==> config.mk <==
export PLATFORM = sky130hd
export DESIGN_NAME = fc_top
export DESIGN_NICKNAME = d
export VERILOG_FILES = /design/src/fc_pkg.sv /design/src/fc_weight_bank.sv /design/src/fc_kernel.sv /design/src/fc_accumulator.sv /design/src/fc_top.sv
export SDC_FILE = /design/constraint.sdc
export NUM_CORES = 2
export LEC_CHECK = 0
export ABC_CLOCK_PERIOD_IN_PS = 12800
export BUFFER_PORTS_ARGS = -buffer_cell sky130_fd_sc_hd__buf_4
export CORE_MARGIN = 1
export CORE_UTILIZATION = 49
export DETAILED_ROUTE_END_ITERATION = 16
export PLACE_DENSITY = 0.63
export SETUP_SLACK_MARGIN = 0.05
export SLEW_MARGIN = 20
export SYNTH_ARGS = -nofsm -noshare
export SYNTH_HDL_FRONTEND = slang
export SYNTH_SLANG_ARGS = --single-unit
==> constraint.sdc <==
create_clock -name clk -period 12.8 [get_ports clk]
set_input_delay 0.64 -clock clk [delete_from_list [all_inputs] [get_ports clk]]
set_output_delay 0.64 -clock clk [all_outputs]
set_load 0.005 [all_outputs]
==> src/fc_pkg.sv <==
`default_nettype none

package fc_pkg;

    ////////////////////////////////////////////////////////////////////////////
    // Widths

    localparam int POOL_CI   = 3;
    localparam int OF_BW     = 8;
    localparam int W_BW      = 8;
    localparam int MUL_BW    = OF_BW + W_BW;
    localparam int KSUM_BW   = MUL_BW + 2;
    localparam int ACC_BW    = 24;

    // Longest frame the score width can hold without overflow
    localparam int MAX_BEATS = 2 ** (ACC_BW - KSUM_BW);

    // Type of the size parameters set at the top level
    typedef int unsigned count_t;

    ////////////////////////////////////////////////////////////////////////////
    // Data types

    typedef logic signed [OF_BW-1:0]  feat_el_t;
    typedef logic signed [W_BW-1:0]   w_el_t;
    typedef logic signed [ACC_BW-1:0] acc_t;

    typedef feat_el_t [POOL_CI-1:0] feat_t;
    typedef w_el_t [POOL_CI-1:0]    wvec_t;

    typedef struct packed {
        logic valid;
        logic first;
        logic last;
    } beat_ctl_t;

    typedef struct packed {
        beat_ctl_t                 ctl;
        logic signed [KSUM_BW-1:0] sum;
    } kern_out_t;

endpackage

`default_nettype wire

==> src/fc_weight_bank.sv <==
`timescale 1ns/10ps
`default_nettype none

module fc_weight_bank #(
    parameter fc_pkg::count_t NUM_OUT   = 4,
    parameter fc_pkg::count_t NUM_BEATS = 4
) (
    input  wire                          clk,
    input  wire                          reset_n,
    input  wire                          i_pool_valid,
    input  wire fc_pkg::feat_t           i_pool_data,
    input  wire                          i_wt_we,
    input  wire [$clog2(NUM_OUT)-1:0]    i_wt_neuron,
    input  wire [$clog2(NUM_BEATS)-1:0]  i_wt_beat,
    input  wire fc_pkg::wvec_t           i_wt_data,
    output fc_pkg::beat_ctl_t            o_beat_ctl,
    output fc_pkg::feat_t                o_feat,
    output fc_pkg::wvec_t [NUM_OUT-1:0]  o_weights
);
    import fc_pkg::*;

    localparam int BEAT_W = $clog2(NUM_BEATS);

    wvec_t             wmem [NUM_OUT][NUM_BEATS];
    logic [BEAT_W-1:0] beat_cnt;
    logic              beat_last;

    assign beat_last = (beat_cnt == BEAT_W'(NUM_BEATS - 1));

    // Weight register file, one vector per neuron and beat
    always_ff @(posedge clk or negedge reset_n) begin
        if (!reset_n) begin
            for (int n = 0; n < NUM_OUT; n++) begin
                for (int b = 0; b < NUM_BEATS; b++) begin
                    wmem[n][b] <= '0;
                end
            end
        end else if (i_wt_we) begin
            wmem[i_wt_neuron][i_wt_beat] <= i_wt_data;
        end
    end

    // Beat position inside the frame
    always_ff @(posedge clk or negedge reset_n) begin
        if (!reset_n) begin
            beat_cnt <= '0;
        end else if (i_pool_valid) begin
            beat_cnt <= beat_last ? '0 : beat_cnt + 1'b1;
        end
    end

    always_ff @(posedge clk or negedge reset_n) begin
        if (!reset_n) begin
            o_beat_ctl <= '0;
        end else begin
            o_beat_ctl.valid <= i_pool_valid;
            o_beat_ctl.first <= i_pool_valid && (beat_cnt == '0);
            o_beat_ctl.last  <= i_pool_valid && beat_last;
        end
    end

    // Features and this beat's weights for every neuron
    always_ff @(posedge clk) begin
        if (i_pool_valid) begin
            o_feat <= i_pool_data;
            for (int n = 0; n < NUM_OUT; n++) begin
                o_weights[n] <= wmem[n][beat_cnt];
            end
        end
    end

    ////////////////////////////////////////////////////////////////////////////
    // Weight update ordering

    a_wt_frame_idle: assert property (@(posedge clk) disable iff (!reset_n)
        i_wt_we |-> (beat_cnt == '0))
        else $error("fc_weight_bank: weight write in the middle of a frame");

    a_wt_no_beat: assert property (@(posedge clk) disable iff (!reset_n)
        !(i_wt_we && i_pool_valid))
        else $error("fc_weight_bank: weight write and beat in the same cycle");

    a_wt_range: assert property (@(posedge clk) disable iff (!reset_n)
        i_wt_we |-> (i_wt_neuron < NUM_OUT) && (i_wt_beat < NUM_BEATS))
        else $error("fc_weight_bank: weight write index out of range");

endmodule

`default_nettype wire

==> src/fc_kernel.sv <==
`timescale 1ns/10ps
`default_nettype none

module fc_kernel (
    input  wire                      clk,
    input  wire                      reset_n,
    input  wire fc_pkg::beat_ctl_t   i_beat_ctl,
    input  wire fc_pkg::feat_t       i_feat,
    input  wire fc_pkg::wvec_t       i_weights,
    output fc_pkg::kern_out_t        o_result
);
    import fc_pkg::*;

    beat_ctl_t                 r_ctl_mul;
    beat_ctl_t                 r_ctl_sum;
    logic signed [MUL_BW-1:0]  mul   [POOL_CI];
    logic signed [MUL_BW-1:0]  r_mul [POOL_CI];
    logic signed [KSUM_BW-1:0] ksum;
    logic signed [KSUM_BW-1:0] r_ksum;

    // Flags ride along with the data through both stages
    always_ff @(posedge clk or negedge reset_n) begin
        if (!reset_n) begin
            r_ctl_mul <= '0;
            r_ctl_sum <= '0;
        end else begin
            r_ctl_mul <= i_beat_ctl;
            r_ctl_sum <= r_ctl_mul;
        end
    end

    // Stage 1: per-channel signed products
    always_comb begin
        for (int c = 0; c < POOL_CI; c++) begin
            mul[c] = i_feat[c] * i_weights[c];
        end
    end

    always_ff @(posedge clk) begin
        if (i_beat_ctl.valid) begin
            r_mul <= mul;
        end
    end

    // Stage 2: channel sum
    always_comb begin
        ksum = '0;
        for (int c = 0; c < POOL_CI; c++) begin
            ksum = ksum + r_mul[c];
        end
    end

    always_ff @(posedge clk) begin
        if (r_ctl_mul.valid) begin
            r_ksum <= ksum;
        end
    end

    assign o_result = '{ctl: r_ctl_sum, sum: r_ksum};

endmodule

`default_nettype wire

==> src/fc_accumulator.sv <==
`timescale 1ns/10ps
`default_nettype none

module fc_accumulator #(
    parameter fc_pkg::count_t NUM_OUT   = 4,
    parameter fc_pkg::count_t NUM_BEATS = 4
) (
    input  wire                              clk,
    input  wire                              reset_n,
    input  wire fc_pkg::kern_out_t [NUM_OUT-1:0] i_kern,
    output logic                             o_result_valid,
    output fc_pkg::acc_t [NUM_OUT-1:0]       o_scores,
    output logic [$clog2(NUM_OUT)-1:0]       o_class
);
    import fc_pkg::*;

    localparam int CLS_W = $clog2(NUM_OUT);

    beat_ctl_t          ctl;
    acc_t [NUM_OUT-1:0] run_sum;
    acc_t [NUM_OUT-1:0] run_nxt;
    logic               frame_done;
    logic [CLS_W-1:0]   best_idx;
    acc_t               best_val;

    // Score width only covers MAX_BEATS beats
    if (NUM_BEATS > MAX_BEATS) begin : g_beat_limit
        $error("fc_accumulator: NUM_BEATS exceeds the score width headroom");
    end

    // All kernels run in lockstep, kernel 0 speaks for them
    assign ctl = i_kern[0].ctl;

    ////////////////////////////////////////////////////////////////////////////
    // Frame accumulation

    always_comb begin
        for (int n = 0; n < NUM_OUT; n++) begin
            run_nxt[n] = ctl.first ? acc_t'(i_kern[n].sum)
                                   : run_sum[n] + acc_t'(i_kern[n].sum);
        end
    end

    always_ff @(posedge clk or negedge reset_n) begin
        if (!reset_n) begin
            run_sum <= '0;
        end else if (ctl.valid) begin
            run_sum <= run_nxt;
        end
    end

    // Totals are captured on the last beat
    always_ff @(posedge clk or negedge reset_n) begin
        if (!reset_n) begin
            o_scores   <= '0;
            frame_done <= 1'b0;
        end else begin
            frame_done <= ctl.valid && ctl.last;
            if (ctl.valid && ctl.last) begin
                o_scores <= run_nxt;
            end
        end
    end

    ////////////////////////////////////////////////////////////////////////////
    // Argmax, strict compare keeps the lowest index on a tie

    always_comb begin
        best_idx = '0;
        best_val = o_scores[0];
        for (int n = 1; n < NUM_OUT; n++) begin
            if (o_scores[n] > best_val) begin
                best_val = o_scores[n];
                best_idx = CLS_W'(n);
            end
        end
    end

    always_ff @(posedge clk or negedge reset_n) begin
        if (!reset_n) begin
            o_result_valid <= 1'b0;
            o_class        <= '0;
        end else begin
            o_result_valid <= frame_done;
            if (frame_done) begin
                o_class <= best_idx;
            end
        end
    end

    for (genvar n = 1; n < NUM_OUT; n++) begin : g_ctl_check
        a_ctl_agree: assert property (@(posedge clk) disable iff (!reset_n)
            i_kern[n].ctl == i_kern[0].ctl)
            else $error("fc_accumulator: kernel %0d control differs from kernel 0", n);
    end

endmodule

`default_nettype wire

==> src/fc_top.sv <==
`timescale 1ns/10ps
`default_nettype none

module fc_top #(
    parameter fc_pkg::count_t NUM_OUT   = 4,
    parameter fc_pkg::count_t NUM_BEATS = 4
) (
    input  wire                          clk,
    input  wire                          reset_n,
    input  wire                          i_pool_valid,
    input  wire fc_pkg::feat_t           i_pool_data,
    input  wire                          i_wt_we,
    input  wire [$clog2(NUM_OUT)-1:0]    i_wt_neuron,
    input  wire [$clog2(NUM_BEATS)-1:0]  i_wt_beat,
    input  wire fc_pkg::wvec_t           i_wt_data,
    output logic                         o_result_valid,
    output fc_pkg::acc_t [NUM_OUT-1:0]   o_scores,
    output logic [$clog2(NUM_OUT)-1:0]   o_class
);
    import fc_pkg::*;

    wire beat_ctl_t               bank_ctl;
    wire feat_t                   bank_feat;
    wire wvec_t [NUM_OUT-1:0]     bank_weights;
    wire kern_out_t [NUM_OUT-1:0] kern_res;

    fc_weight_bank #(
        .NUM_OUT   (NUM_OUT),
        .NUM_BEATS (NUM_BEATS)
    ) bank_i (
        .clk          (clk),
        .reset_n      (reset_n),
        .i_pool_valid (i_pool_valid),
        .i_pool_data  (i_pool_data),
        .i_wt_we      (i_wt_we),
        .i_wt_neuron  (i_wt_neuron),
        .i_wt_beat    (i_wt_beat),
        .i_wt_data    (i_wt_data),
        .o_beat_ctl   (bank_ctl),
        .o_feat       (bank_feat),
        .o_weights    (bank_weights)
    );

    // One dot-product kernel per output neuron
    for (genvar n = 0; n < NUM_OUT; n++) begin : g_kernel
        fc_kernel kernel_i (
            .clk        (clk),
            .reset_n    (reset_n),
            .i_beat_ctl (bank_ctl),
            .i_feat     (bank_feat),
            .i_weights  (bank_weights[n]),
            .o_result   (kern_res[n])
        );
    end

    fc_accumulator #(
        .NUM_OUT   (NUM_OUT),
        .NUM_BEATS (NUM_BEATS)
    ) acc_i (
        .clk            (clk),
        .reset_n        (reset_n),
        .i_kern         (kern_res),
        .o_result_valid (o_result_valid),
        .o_scores       (o_scores),
        .o_class        (o_class)
    );

endmodule

`default_nettype wire

==> impl_metrics.ini <==
[outcome]
outcome = completed

[synthesis]
seq_area_frac_synth = 0.349
ys_seq_elements = 975
synth_top_area_cell = dfrtp_1
syn_nets = 8090
synthCells = 6724
synth-edff-count = 384
ys_types = 73
synth_top_area_share = 0.196
synth-main-ff-cell = dfrtp_1
synth_area_um2 = 75400
yosysWarnings = 0
syn_area_per_cell_um2 = 11.2
ys_top_cells_by_area = dfrtp_1 20%, fa_1 19%, edfxtp_1 15%
async_flop_share = 0.606

[clock_tree]
cts_tree = done
clock_latency_ps = 760
cts_root_buffer = clkbuf_16
clock_sinks = 975
cts_buffers = 111
clk_pin_slew_ps = 60
cts_repair_resize_count = 0
cts_max_level = 3
cts_buffer_depth = 3

[detailed_routing]
vias = 48400
drtAntennaViolNets = 0
routed_wl_um = 182000
drt_first_pass_iters = 5
wire_per_inst_um = 20.3
drtIter0Drc = 3018
drc = 0
viasPerCell = 5.40

[worst_setup_path]
worstPathArrival_ps = 7920
slowest_delay_ps = 440
required_ps = 13390
worstRegToRegCells = 34
worstPathMaxFanout = 37
crit_type = flip-flop to flip-flop
cp-start-kind = flip-flop
critPathBufInv = 3
path_delay_family = compound AO/OA/AOI/OAI gates
reg2reg_from = acc_i.o_scores[1]$_DFFE_PN0P_
regToRegEndpoint = acc_i.o_class[0]$_DFFE_PN0P_
r2r_setup_slack_ps = 5470
critical_path.slowest_cell = buf_4
endpoint_kind = flip-flop

[floorplanning]
boundaryPins = 155
die_h_um = 394
fp-row-count = 143
die_area_um2 = 155000
start_util = 0.495
core_area_um2 = 152000
die_x_um = 394

[min_path]
hold_start = i_pool_data[16]
whs_path_depth = 1
hold_class = primary input to flip-flop
hold_end = bank_i.o_feat[16]$_DFFE_PP_

[sta]
fin_setup_tns_ps = 0
slew_headroom = 0.325
worst_slew_pin_slew_ps = 1010
slew_violations = 0
fmax_mhz = 137
fin_skew_ps = 60.6
period_share = 0.572
setup_violations = 0
hold_viol = 0
layout_min_cycle_time_ps = 7330
rsz0062_at_grt = false

[global_routing]
grt_pass1_wl_um = 291000
grt_max_degree = 171
grt.total_usage = 0.242
gr-total-overflow = 0
antenna_found_initial = 15
grt_pass1_vias = 50200

[job]
maxCapViolCount = 0

[layout]
final-seq-area_um2 = 26300
final_cell_mix = 977 x inv_1, 732 x fa_1, 585 x dfrtp_1, 578 x ha_1, 450 x and2_1
fillers = 13200
fin_util = 0.543
areaGrowthSynthToFinish_pct = 9.68
nets = 8195
multi_input_area_um2 = 44600
drive_gt1_frac = 0.134
layout_commonest_cell = inv_1

[placed_design]
io_buffers = 154
dp_hpwl_um = 137000
place_congestion = 0.915
## routing by layer
| layer | track usage | vias up | part of all wire |
|---|---|---|---|
| li1 | - | 22400 | - |
| met1 | 0.342 | 24600 | 0.46 |
| met2 | 0.383 | 1065 | 0.46 |
| met3 | 0.0354 | 239 | 0.051 |
| met4 | 0.0774 | 2 | 0.031 |
| met5 | 0 | - | 0.000071 |
## cell type report
type,count,share of cell area
Sequential cell,975,0.318
Clock inverter,54,0.00753
Multi-Input combinational cell,4539,0.539
Inverter,979,0.0444
Timing Repair Buffer,223,0.0214
Clock buffer,157,0.0381
Antenna cell,3,0.0000908
Tap cell,2030,0.0307
## cell families (layout without fill, tap and decap cells)
family | Yosys count | after routing | synth area share
buffers and inverters | 1210 | 1413 | 0.0603
adder cells (fa/ha/maj) | 1310 | 1310 | 0.290
multiplexers | 548 | 548 | 0.0953
AO/OA/AOI/OAI | 855 | 855 | 0.0695
flip-flops | 975 | 975 | 0.349
other | 0 | 3 | 0
XOR/XNOR | 295 | 295 | 0.0343
AND/OR/NAND/NOR | 1531 | 1531 | 0.101
## metrics by stage
stage	instance area [um^2]	setup WS, ps	hold WS [ps]	instances
final	82700	5470	56.2	8960
after global routing	82700	5000	23.6	8957
after CTS	82700	5450	1.73	8955
after detailed placement	78800	5490	340	8734
after global placement	78800	5450	336	8734
after floorplan	75400	6640	331	6724
## sequential cells by signal (all words and copies together), names as in the netlist
name,count
acc_i.frame_done,1
acc_i.o_class,2
acc_i.o_result_valid,1
acc_i.o_scores,96
acc_i.run_sum,96
bank_i.beat_cnt,2
bank_i.o_beat_ctl,3
bank_i.o_feat,24
bank_i.o_weights,96
bank_i.wmem,384
g_kernel.kernel_i.o_result,3
g_kernel.kernel_i.r_ctl_mul,3
g_kernel.kernel_i.r_ksum,72
g_kernel.kernel_i.r_mul,192
## timing repair
item	CTS	global route
hold buffers	10	0
endpoints found under the hold margin	40	0
buffers inserted	0	0
## Yosys cell counts (23+ instances only)
cell type  count
edfxtp_1     384
nor2_1       304
inv_1        978
nand2_1      440
dfrtp_1      591
mux2_2       402
clkbuf_1     205
o21ai_0      264
nand3_1       36
a21boi_0      43
nor3_1        50
mux4_2        96
buf_1         24
nand2b_1     111
nand4_1       27
a21o_1       101
mux2i_1       50
o21a_1        39
a21oi_1      257
and2_1       450
xnor2_1      252
fa_1         732
xor2_1        43
nor2b_1       52
or3_1         23
ha_1         578
## worst max-delay path by stage
stage / startpoint / end / slack (ps) / depth (start not counted)
floorplan: acc_i.o_scores[1]$_DFFE_PN0P_ / acc_i.o_class[1]$_DFFE_PN0P_ / 6640 / 35
global placement: acc_i.o_scores[1]$_DFFE_PN0P_ / acc_i.o_class[1]$_DFFE_PN0P_ / 5450 / 34
detailed placement: acc_i.o_scores[1]$_DFFE_PN0P_ / acc_i.o_class[1]$_DFFE_PN0P_ / 5490 / 34
CTS: acc_i.o_scores[1]$_DFFE_PN0P_ / acc_i.o_class[0]$_DFFE_PN0P_ / 5450 / 34
global route: acc_i.o_scores[1]$_DFFE_PN0P_ / acc_i.o_class[0]$_DFFE_PN0P_ / 5000 / 34
finish: acc_i.o_scores[1]$_DFFE_PN0P_ / acc_i.o_class[0]$_DFFE_PN0P_ / 5470 / 34
Power is not shown: default switching activity piles up to over one toggle a cycle in this logic, so the estimate is an artifact.
